File: src/selftrig_pkg.sv
// shared widths, types and controller states for the self-trigger bookkeeping, imported by all RTL
`default_nettype none

package selftrig_pkg;

    // ----------------------------------------
    // sizes
    // ----------------------------------------

    localparam int num_chan       = 5;  // channel FPGAs on the board
    localparam int trig_num_w     = 24; // running trigger number
    localparam int selftrig_cnt_w = 20; // triggers per DDR3 buffer
    localparam int burst_w        = 23; // burst totals and overflow threshold

    // ----------------------------------------
    // vector types
    // ----------------------------------------

    // one bit per channel
    // used for enables, dones, trigger pulses, warnings
    typedef logic [num_chan-1:0] chan_mask_t;

    typedef logic [trig_num_w-1:0]     trig_num_t;     // per-channel trigger number
    typedef logic [selftrig_cnt_w-1:0] selftrig_cnt_t; // per-buffer trigger count
    typedef logic [burst_w-1:0]        burst_cnt_t;    // bursts, totals, threshold

    // ----------------------------------------
    // controller states
    // ----------------------------------------

    typedef enum logic [1:0] {
        idle     = 2'd0, // channels off, waiting for accept
        armed    = 2'd1, // channels taking self triggers
        draining = 2'd2, // channels off, waiting for all dones
        swapping = 2'd3  // single cycle, write buffer flips
    } swap_state_t;

    // ----------------------------------------
    // channel status
    // ----------------------------------------

    // everything one channel counter reports upward
    typedef struct packed {
        trig_num_t     trig_num;     // triggers since last number reset
        selftrig_cnt_t selftrig_lo;  // triggers stored in lo buffer
        selftrig_cnt_t selftrig_hi;  // triggers stored in hi buffer
        burst_cnt_t    bursts_write; // bursts in the current write buffer
        logic          almost_full;  // write buffer at or over threshold
    } chan_status_t;

    // element i belongs to channel i
    typedef chan_status_t [num_chan-1:0] chan_status_vec_t;

endpackage

`default_nettype wire

File: src/chan_input_sync.sv
// brings the channel trigger, done and enable lines into ttc_clk; triggers become rising-edge pulses
`timescale 1ns/100ps
`default_nettype none

module chan_input_sync (
    input  logic                     ttc_clk,
    input  logic                     arst_n,
    input  selftrig_pkg::chan_mask_t chan_trigs, // async trigger levels from channels
    input  selftrig_pkg::chan_mask_t chan_dones, // async done levels
    input  selftrig_pkg::chan_mask_t chan_en,    // async enable mask
    output selftrig_pkg::chan_mask_t trig_pulse, // one cycle per rising trigger
    output selftrig_pkg::chan_mask_t dones_sync,
    output selftrig_pkg::chan_mask_t en_sync
);
    import selftrig_pkg::*;

    chan_mask_t trig_s1; // metastable stage
    chan_mask_t trig_s2;
    chan_mask_t trig_s3; // previous synced value, for the edge
    chan_mask_t done_s1;
    chan_mask_t done_s2;
    chan_mask_t en_s1;
    chan_mask_t en_s2;

    always_ff @(posedge ttc_clk or negedge arst_n) begin
        if (!arst_n) begin
            trig_s1 <= '0;
            trig_s2 <= '0;
            trig_s3 <= '0;
            done_s1 <= '0;
            done_s2 <= '0;
            en_s1   <= '0;
            en_s2   <= '0;
        end else begin
            trig_s1 <= chan_trigs;
            trig_s2 <= trig_s1;
            trig_s3 <= trig_s2;
            done_s1 <= chan_dones; // plain 2-flop sync
            done_s2 <= done_s1;
            en_s1   <= chan_en;
            en_s2   <= en_s1;
        end
    end

    assign trig_pulse = trig_s2 & ~trig_s3; // new high after a low
    assign dones_sync = done_s2;
    assign en_sync    = en_s2;

endmodule

`default_nettype wire

File: src/chan_trig_counter.sv
// one channel's trigger number, lo/hi trigger counts, lo/hi burst totals and overflow warning
`timescale 1ns/100ps
`default_nettype none

module chan_trig_counter (
    input  logic                       ttc_clk,
    input  logic                       arst_n,
    input  logic                       trig_pulse,     // synced self-trigger pulse
    input  logic                       chan_enable,    // this channel may take triggers
    input  logic                       ddr3_buffer,    // write buffer, 0 lo / 1 hi
    input  logic                       buffer_changed, // write buffer just flipped
    input  logic                       rst_trig_num,   // clears trigger number only
    input  selftrig_pkg::burst_cnt_t   burst_count,    // bursts taken by this trigger
    input  selftrig_pkg::burst_cnt_t   thres_overflow, // warning threshold
    output selftrig_pkg::chan_status_t status
);
    import selftrig_pkg::*;

    // saturating add, the total sticks at all ones
    function automatic burst_cnt_t sat_add(input burst_cnt_t total, input burst_cnt_t incr);
        logic [burst_w:0] sum;
        sum = {1'b0, total} + {1'b0, incr};
        if (sum[burst_w]) begin
            return '1;
        end
        return sum[burst_w-1:0];
    endfunction

    trig_num_t     trig_num;
    selftrig_cnt_t selftrig [2]; // index 0 lo, 1 hi
    burst_cnt_t    bursts [2];
    logic          hit;          // counted trigger this cycle

    assign hit = trig_pulse & chan_enable;

    // ----------------------------------------
    // trigger number
    // ----------------------------------------

    always_ff @(posedge ttc_clk or negedge arst_n) begin
        if (!arst_n) begin
            trig_num <= '0;
        end else if (rst_trig_num) begin
            trig_num <= '0; // reset beats a same-cycle trigger
        end else if (hit) begin
            trig_num <= trig_num + 1'b1;
        end
    end

    // ----------------------------------------
    // per-buffer counts
    // ----------------------------------------

    always_ff @(posedge ttc_clk or negedge arst_n) begin
        if (!arst_n) begin
            selftrig[0] <= '0;
            selftrig[1] <= '0;
            bursts[0]   <= '0;
            bursts[1]   <= '0;
        end else begin
            for (int b = 0; b < 2; b++) begin
                if (buffer_changed && (ddr3_buffer == b[0])) begin
                    // fresh write buffer, the other one keeps its data for readout
                    selftrig[b] <= '0;
                    bursts[b]   <= '0;
                end else if (hit && (ddr3_buffer == b[0])) begin
                    selftrig[b] <= selftrig[b] + 1'b1;
                    bursts[b]   <= sat_add(bursts[b], burst_count);
                end
            end
        end
    end

    // ----------------------------------------
    // status out
    // ----------------------------------------

    assign status.trig_num     = trig_num;
    assign status.selftrig_lo  = selftrig[0];
    assign status.selftrig_hi  = selftrig[1];
    assign status.bursts_write = bursts[ddr3_buffer];
    assign status.almost_full  = (bursts[ddr3_buffer] >= thres_overflow); // level, not latched

endmodule

`default_nettype wire

File: src/buffer_swap_ctrl.sv
// FSM that enables the channels, answers a backplane trigger with swap or empty event, owns the write buffer
`timescale 1ns/100ps
`default_nettype none

module buffer_swap_ctrl (
    input  logic                      ttc_clk,
    input  logic                      arst_n,
    input  logic                      accept_self_triggers, // run control level
    input  selftrig_pkg::chan_mask_t  chan_en,              // synced enable mask
    input  selftrig_pkg::chan_mask_t  chan_dones,           // synced dones
    input  logic                      ttc_trigger,          // backplane trigger strobe
    input  logic                      selftriggers_seen,    // write buffer not empty
    output selftrig_pkg::chan_mask_t  chan_enable,          // to channel FPGAs
    output logic                      ddr3_buffer,          // 0 lo, 1 hi
    output logic                      readout_buffer_changed,
    output logic                      send_empty_event,
    output selftrig_pkg::swap_state_t state
);
    import selftrig_pkg::*;

    swap_state_t state_nxt;
    logic        all_done;  // every enabled channel has finished
    logic        empty_req; // trigger with nothing stored

    assign all_done  = ((chan_dones & chan_en) == chan_en);
    assign empty_req = (state == armed) && accept_self_triggers
                       && ttc_trigger && !selftriggers_seen;

    // ----------------------------------------
    // next state
    // ----------------------------------------

    always_comb begin
        state_nxt = state;
        case (state)
            idle: begin
                if (accept_self_triggers && (chan_en != '0)) begin
                    state_nxt = armed;
                end
            end
            armed: begin
                if (!accept_self_triggers) begin
                    state_nxt = idle; // run stopped, trigger ignored
                end else if (ttc_trigger && selftriggers_seen) begin
                    state_nxt = draining;
                end
                // empty buffer stays armed, see empty_req
            end
            draining: begin
                if (all_done) begin
                    state_nxt = swapping;
                end
            end
            swapping: begin
                state_nxt = armed; // one cycle only
            end
            default: begin
                state_nxt = idle;
            end
        endcase
    end

    // ----------------------------------------
    // state and registered outputs
    // ----------------------------------------

    always_ff @(posedge ttc_clk or negedge arst_n) begin
        if (!arst_n) begin
            state                  <= idle;
            chan_enable            <= '0;
            ddr3_buffer            <= 1'b0; // start writing lo
            readout_buffer_changed <= 1'b0;
            send_empty_event       <= 1'b0;
        end else begin
            state <= state_nxt;

            // channels only run while armed
            chan_enable <= (state_nxt == armed) ? chan_en : '0;

            // pulse sits in the swapping cycle, same edge as the flip
            readout_buffer_changed <= (state_nxt == swapping);
            if (state_nxt == swapping) begin
                ddr3_buffer <= ~ddr3_buffer;
            end

            send_empty_event <= empty_req; // one cycle per trigger
        end
    end

endmodule

`default_nettype wire

File: src/selftrig_status.sv
// combines per-channel status into the triggers-seen flag and the global DDR3 almost-full warning
`timescale 1ns/100ps
`default_nettype none

module selftrig_status (
    input  selftrig_pkg::chan_status_vec_t chan_status,
    input  logic                           ddr3_buffer,       // current write buffer
    output logic                           selftriggers_seen, // any count in write buffer
    output logic                           ddr3_almost_full   // any channel warning
);
    import selftrig_pkg::*;

    chan_mask_t seen_chan; // per channel, write count nonzero
    chan_mask_t full_chan;

    always_comb begin
        for (int i = 0; i < num_chan; i++) begin
            // only the buffer being written matters for the swap decision
            if (ddr3_buffer) begin
                seen_chan[i] = (chan_status[i].selftrig_hi != '0);
            end else begin
                seen_chan[i] = (chan_status[i].selftrig_lo != '0);
            end
            full_chan[i] = chan_status[i].almost_full;
        end
    end

    assign selftriggers_seen = |seen_chan;
    assign ddr3_almost_full  = |full_chan;

endmodule

`default_nettype wire

File: src/selftrigger_top.sv
// top level of the 40 MHz self-trigger bookkeeping; sync, swap FSM, status reducer, channel counters
`timescale 1ns/100ps
`default_nettype none

module selftrigger_top (
    input  logic                           ttc_clk,              // 40 MHz
    input  logic                           arst_n,
    // channel lines, asynchronous
    input  selftrig_pkg::chan_mask_t       chan_trigs,
    input  selftrig_pkg::chan_mask_t       chan_dones,
    input  selftrig_pkg::chan_mask_t       chan_en,
    // run control and backplane
    input  logic                           accept_self_triggers,
    input  logic                           ttc_trigger,          // ttc_clk strobe
    input  logic                           rst_trigger_num,      // ttc_clk strobe
    input  selftrig_pkg::burst_cnt_t       thres_ddr3_overflow,  // static
    input  selftrig_pkg::burst_cnt_t       burst_count_selftrig, // sampled per trigger
    // to channels and readout
    output selftrig_pkg::chan_mask_t       chan_enable,
    output logic                           ddr3_buffer,
    output logic                           readout_buffer_changed,
    output logic                           send_empty_event,
    // status
    output selftrig_pkg::chan_status_vec_t chan_status,
    output logic                           selftriggers_seen,
    output logic                           ddr3_almost_full,
    output selftrig_pkg::swap_state_t      swap_state
);
    import selftrig_pkg::*;

    chan_mask_t trig_pulse; // synced rising edges
    chan_mask_t dones_sync;
    chan_mask_t en_sync;

    // ----------------------------------------
    // input synchronizers
    // ----------------------------------------

    chan_input_sync i_input_sync (
        .ttc_clk    (ttc_clk),
        .arst_n     (arst_n),
        .chan_trigs (chan_trigs),
        .chan_dones (chan_dones),
        .chan_en    (chan_en),
        .trig_pulse (trig_pulse),
        .dones_sync (dones_sync),
        .en_sync    (en_sync)
    );

    // ----------------------------------------
    // swap controller and status
    // ----------------------------------------

    buffer_swap_ctrl i_swap_ctrl (
        .ttc_clk                (ttc_clk),
        .arst_n                 (arst_n),
        .accept_self_triggers   (accept_self_triggers),
        .chan_en                (en_sync),
        .chan_dones             (dones_sync),
        .ttc_trigger            (ttc_trigger),
        .selftriggers_seen      (selftriggers_seen),
        .chan_enable            (chan_enable),
        .ddr3_buffer            (ddr3_buffer),
        .readout_buffer_changed (readout_buffer_changed),
        .send_empty_event       (send_empty_event),
        .state                  (swap_state)
    );

    selftrig_status i_status (
        .chan_status       (chan_status),
        .ddr3_buffer       (ddr3_buffer),
        .selftriggers_seen (selftriggers_seen),
        .ddr3_almost_full  (ddr3_almost_full)
    );

    // ----------------------------------------
    // one counter per channel
    // ----------------------------------------

    for (genvar i = 0; i < num_chan; i++) begin : g_chan
        chan_trig_counter i_counter (
            .ttc_clk        (ttc_clk),
            .arst_n         (arst_n),
            .trig_pulse     (trig_pulse[i]),
            .chan_enable    (chan_enable[i]),        // gated by the FSM, not raw chan_en
            .ddr3_buffer    (ddr3_buffer),           // all channels share one buffer
            .buffer_changed (readout_buffer_changed),
            .rst_trig_num   (rst_trigger_num),
            .burst_count    (burst_count_selftrig),
            .thres_overflow (thres_ddr3_overflow),
            .status         (chan_status[i])
        );
    end

endmodule

`default_nettype wire

File: config.mk
export PLATFORM = sky130hd
export DESIGN_NAME = selftrigger_top
export DESIGN_NICKNAME = d
export VERILOG_FILES = /design/src/selftrig_pkg.sv /design/src/chan_input_sync.sv /design/src/chan_trig_counter.sv /design/src/buffer_swap_ctrl.sv /design/src/selftrig_status.sv /design/src/selftrigger_top.sv
export SDC_FILE = /design/constraint.sdc
export NUM_CORES = 2
export LEC_CHECK = 0
export ABC_AREA = 1
export BUFFER_PORTS_ARGS = -buffer_cell sky130_fd_sc_hd__buf_2
export CAP_MARGIN = 20
export CORE_MARGIN = 4
export CORE_UTILIZATION = 50
export DETAILED_ROUTE_END_ITERATION = 10
export PLACE_DENSITY = 0.72
export SYNTH_ARGS = -nofsm -noshare
export SYNTH_HDL_FRONTEND = slang
export SYNTH_SLANG_ARGS = --single-unit
File: constraint.sdc
create_clock -name ttc_clk -period 2.55 [get_ports ttc_clk]
set_input_delay 0.255 -clock ttc_clk [delete_from_list [all_inputs] [get_ports ttc_clk]]
set_output_delay 0.255 -clock ttc_clk [all_outputs]
set_load 0.01 [all_outputs]
; After elaboration in Yosys (flattened, before gate mapping)
; Cells that the tools add are included.
[classes]
n_lt_le_gt_ge = 6
n_reduce_logical = 47
bitwise_logic = 10
add_sub_neg = 25
n_mux = 126
eq_ne = 6
[ops]
columns = operator, n
row1 = 23-bit two-way mux, 55
row2 = 20-bit two-way mux, 20
row3 = 23-bit by 23-bit adder with 24-bit output, 10
row4 = 24-bit two-way mux, 10
row5 = 20-bit by 1-bit adder with 20-bit output (second input constant), 10
row6 = 20-bit nonzero test, 10
row7 = 24-bit by 1-bit adder with 24-bit output (second input constant), 5
row8 = 23-bit >= comparator, 5
row9 = 1-bit two-way mux, 35
row10 = 2-bit nonzero test, 15
row11 = 1-bit logical AND, 17
row12 = 5-bit AND, 2
row13 = 5-bit OR reduction, 2
row14 = 2-bit two-way mux, 4
row15 = 2-bit one-hot mux with 4 select lines, 1
row16 = 2-bit equality test (second input constant), 3
row17 = 1-bit AND, 5
row18 = 5-bit equality test, 1
row19 = 5-bit two-way mux, 1
row20 = 5-bit inverter, 1
row21 = 5-bit nonzero test, 1
row22 = 2-bit by 1-bit equality test with 1-bit output (second input constant), 2
row23 = 2-bit >= comparator (second input constant), 1
row24 = 2-bit zero test, 1
row25 = other kinds (3), 3
[totals]
inputBits = 66
ff_bits = 595
wordCells = 257
output_inout_bits = 452

; Depth between registers and ports, before layout
[logic_depth]
depth_word = 9
depth_mapped = 17

; Modules after synthesis
; A second synthesis with hierarchy kept.
[unflattened]
cells_unflattened = 8124
hier_area_um2 = 50359.5
[by_module_without_submodules]
columns = module, seq_area_each_um2, cells_each, area_each_um2, n_inst
row1 = chan_trig_counter (g_chan[1].i_counter ...), 2752.6, 1567, 9658.0, 3
row2 = chan_trig_counter (g_chan[0].i_counter), 2752.6, 1559, 9669.3, 1
row3 = chan_trig_counter (g_chan[4].i_counter), 2752.6, 1571, 9587.9, 1
row4 = chan_input_sync, 875.8, 45, 925.9, 1
row5 = selftrig_status, 0.0, 195, 753.2, 1
row6 = buffer_swap_ctrl, 250.2, 53, 449.2, 1

; Worst setup path after synthesis
; No wires, ideal clock.
[synth_timing]
kind = reg2out
from = reg i_swap_ctrl.ddr3_buffer
to = out ddr3_almost_full
stages_incl_launch_ff = 15
slack_ns = -0.323
arrival_time_ns = 2.618
path_cell_list = dfrtp_1 -> buf_6 -> buf_6 -> clkbuf_1 -> clkbuf_1 -> nand2_1 -> nand2_1 -> ha_1 -> a21oi_1 -> o21ai_0 -> a21o_1 -> nand2_1 -> nand4_1 -> nor2_1 -> nand3_1
[synth_lines]
columns = element, line
row1 = from (decl), buffer_swap_ctrl.sv:14  ; output logic ddr3_buffer,
row2 = from (signal assigned), buffer_swap_ctrl.sv:83  ; ddr3_buffer <= ~ddr3_buffer;
row3 = to (decl), selftrigger_top.sv:26  ; output logic ddr3_almost_full,

; Worst setup path after layout
[layout_timing]
from = reg i_swap_ctrl.ddr3_buffer
to = out ddr3_almost_full
[layout_via]
elab_chain_cells = 6
word_cells_on_any_way = 22
[layout_lines]
columns = element, line
row1 = 1-bit inverter with 2-bit output (not written as such) *, chan_trig_counter.sv:82  ; assign status.almost_full = (bursts[ddr3_buffer] >= thres_overflow);
row2 = 23-bit two-way mux (not written as such) (3 in a row), chan_trig_counter.sv:82
row3 = 23-bit >= comparator, chan_trig_counter.sv:82
row4 = 5-bit OR reduction *, selftrig_status.sv:29  ; assign ddr3_almost_full = |full_chan;
; Mark *: on every way between the ends. The rest lies on a longest branch, timed or not. The select of a mux whose other input is x is not followed.

==> summary.md <==
| Metric | Value |
|---|---|
| Wire per inst | `20.8 um` |
| Post-synthesis sequential area ratio | `31.9%` |
| Worst-path fanout max | `30` |
| Final TNS setup | `-4.36 ns` |
| CTS buffer count | `73` |
| Synth top area share | `31.9%` |
| CTS sink count | `595` |
| GR Overflow Total | `0` |
| Starting Density | `50.7%` |
| Number of flip-flops in the largest register | `230` |
| Die area | `0.0984 mm^2` |
| Yosys top cell by area | `dfrtp_1` |
| Worst Setup End Kind | `primary output` |
| Slew Limit Fails | `0` |
| Final Hold Fails | `0` |
| Most frequent cells in the layout | `nand2_1, inv_1, dfrtp_1, nor2_1, a21oi_1` |
| Antenna viol nets, final | `0` |
| FMAX | `293 MHz` |
| Worst-case hold path end point | `g_chan[1].i_counter.trig_num[2]$_DFFE_PN0P_` |
| Total Power | `67.1 mW` |
| CTS Root Cell | `clkbuf_16` |
| Measured slew at the worst slew-check pin | `0.912 ns` |
| CTS tree | `built` |
| Dpl hpwl | `149,000 um` |
| Worst path arrival time | `3.15 ns` |
| Drt pass-1 iters | `8` |
| Post-layout minimum cycle time | `3.41 ns` |
| Placement Rows | `111` |
| Vias per cell | `5.70` |
| Syn Nets | `7,364` |
| Drt initial violations | `5,251` |
| Area grow syn2layout | `23.1%` |
| Post-layout util | `62.4%` |
| Global-route usage over all layers | `37.4%` |
| PortBufs | `517` |
| Startpoint type of the worst setup path | `flop` |
| Ys Warns | `0` |
| Hold Path Class | `in2reg` |
| Fillcell total | `8,730` |
| Final wirelength | `190,000 um` |
| Fin crit share | `134%` |
| Hold_sp | `rst_trigger_num` |
| Critical path type | `reg2out` |
| Reg-to-reg slack, setup | `0.06 ns` |
| WHS Path Cells | `4` |
| Flops & latches, synth | `595` |
| Pin count of the biggest net entering global routing | `83` |
| Initial antenna violation count | `3` |
| First-pass GRT wire length | `287,000 um` |
| Status | `complete, but fails checks` |
| Clock Tree Buf Depth | `3` |
| Post-Syn Area | `0.0467 mm^2` |
| Worst flop-to-flop path endpoint | `g_chan[4].i_counter.bursts[32]$_DFFE_PN0P_` |
| Worst Reg-to-Reg Cells | `10` |
| Fin nets | `8,290` |
| Vias in the first global route | `48,700` |
| Post-synthesis cell count | `6,918` |
| Violated checks | `negative setup slack` |
| Core Area | `0.0922 mm^2` |
| Height of the die | `314 um` |
| Layout cells sized above 1 | `16.3%` |
| GPL Wtd Cong | `1.02` |
| Commonest non-fill, non-tap cell in the layout | `nand2_1` |
| DRC viols | `0` |
| Final worst slack | `-0.858 ns` |
| Routed via count | `52,200` |
| Die width | `314 um` |
| Main area contributors after synthesis | `dfrtp_1, nand2_1, ha_1, inv_1, a21oi_1` |
| Critical Path RT | `2.30 ns` |
| CTS clock-pin slew for the worst setup and hold paths | `0.06 ns` |
| LEAKAGE | `29.8 nW` |
| Clock latency on the worst-skew pair | `0.66 ns` |
| Ports | `518` |
| Avg Cell Area, Syn | `6.75 um^2` |
| Clk_skew | `0.0261 ns` |
| Max cap viols | `0` |
| PwrDens | `1170 mW/mm^2` |
| RSZ-0062 raised after global routing | `true` |
| # setup viols final | `7` |
| Worst vdd ir | `0.000599 V` |
| Crit Reg-Reg Startpoint | `i_swap_ctrl.ddr3_buffer$_DFFE_PN0N_` |
| Post-synth cell types | `57` |
| Most flops, register | `g_chan.i_counter.bursts` |
| Rel. slew slack | `39.1%` |
| Depth of the CTS H-tree | `3` |
## layer usage
layer	GRT usage, %	part of all wire, %
met2	59.0	44
met3	6.19	8.7
met4	19.8	6.0
met1	49.5	41
met5	0	0
## cells in the mapped netlist (all sizes together)
cell,instances
clkbuf,76
o21ai,505
o221a,2
nand3,425
a2bb2oi,2
a41oi,1
o21bai,46
nor4,33
nand3b,21
a31oi,14
inv,798
o22ai,7
nand4,209
a21oi,544
buf,60
nor2,608
xnor2,83
ha,370
a21boi,4
or2,27
a22oi,1
o21a,29
nand2,2111
clkinv,1
and3,16
nor3,197
a221oi,2
a2111oi,1
a211oi,6
dfrtp,595
o2111ai,1
o221ai,1
a21o,14
nor3b,11
fa,10
o31ai,20
xor2,60
and2,7
## timing repair
action	4_1_cts	5_1_grt
endpoints found under the setup margin	10	25
endpoints found under the hold margin	110	0
setup buffers	3	3
pin swaps	4	7
cloned	0	0
gates resized for setup	54	50
hold buffers	19	0
## critical path: stages (launching register included)
cell     delay (ns)
dfrtp_4        0.52
buf_12         0.17
buf_12         0.16
nand2_1        0.09
o21ai_2        0.07
ha_1           0.31
a21oi_1        0.15
o21ai_0        0.10
a21o_1         0.16
nand2_1        0.05
nand4_1        0.13
buf_6          0.17
nor2_2         0.08
nand3_2        0.15
buf_6          0.16
## worst max path at each step
stage               slack, ns                                start          endpoint  depth (start not counted)
finish                  -0.86  i_swap_ctrl.ddr3_buffer$_DFFE_PN0N_  ddr3_almost_full                         14
global route            -0.93  i_swap_ctrl.ddr3_buffer$_DFFE_PN0N_  ddr3_almost_full                         14
CTS                     -0.82  i_swap_ctrl.ddr3_buffer$_DFFE_PN0N_  ddr3_almost_full                         14
detailed placement      -0.38  i_swap_ctrl.ddr3_buffer$_DFFE_PN0N_  ddr3_almost_full                         12
global placement        -0.41  i_swap_ctrl.ddr3_buffer$_DFFE_PN0N_  ddr3_almost_full                         12
floorplan              0.0002  i_swap_ctrl.ddr3_buffer$_DFFE_PN0N_  ddr3_almost_full                         12
## where the power goes
group          leakage, nW  switching (mW)  internal, mW
sequential            7.61            3.24          11.6
clock                 1.18            4.49          6.33
combinational         21.0            24.8          16.6
## cell families (layout without fill, tap and decap cells)
| group | count (synthesis) | in the layout | share of synthesized area (%) |
|---|---|---|---|
| xor gates and xnor gates | 143 | 143 | 2.68 |
| buffers and inverters | 935 | 1919 | 7.84 |
| AOI/OAI and AO/OA | 1200 | 1200 | 13.8 |
| and+or+nand+nor | 3665 | 3665 | 33.5 |
| DFF | 595 | 595 | 31.9 |
| adders and majority gates | 380 | 380 | 10.3 |
| other | 0 | 3 | 0 |
## layout make-up
class                   count  area [um^2]  share of cell area, %
multi-input cells        5388        28700                   49.9
flip-flops and latches    595        14900                   25.9
repair buffers            987         6900                   12.0
inverters                 799         3010                   5.23
clock buffers             100         2030                   3.53
well taps                1243         1560                   2.70
clock inverters            33          407                  0.707
diodes                      3         7.51                 0.0130
## metrics by stage
step | area [um^2] | worst slack (ns) | hold slack, ns | instances
detailed placement | 54500 | -0.377 | 0.258 | 8987
global route | 57500 | -0.928 | 0.191 | 9145
floorplan | 47000 | 0.000212 | -0.0406 | 6918
finish | 57500 | -0.858 | 0.171 | 9148
global placement | 54500 | -0.414 | 0.259 | 8987
CTS | 57300 | -0.818 | 0.145 | 9142
No activity file was read; power rests on OpenSTA's default activity.
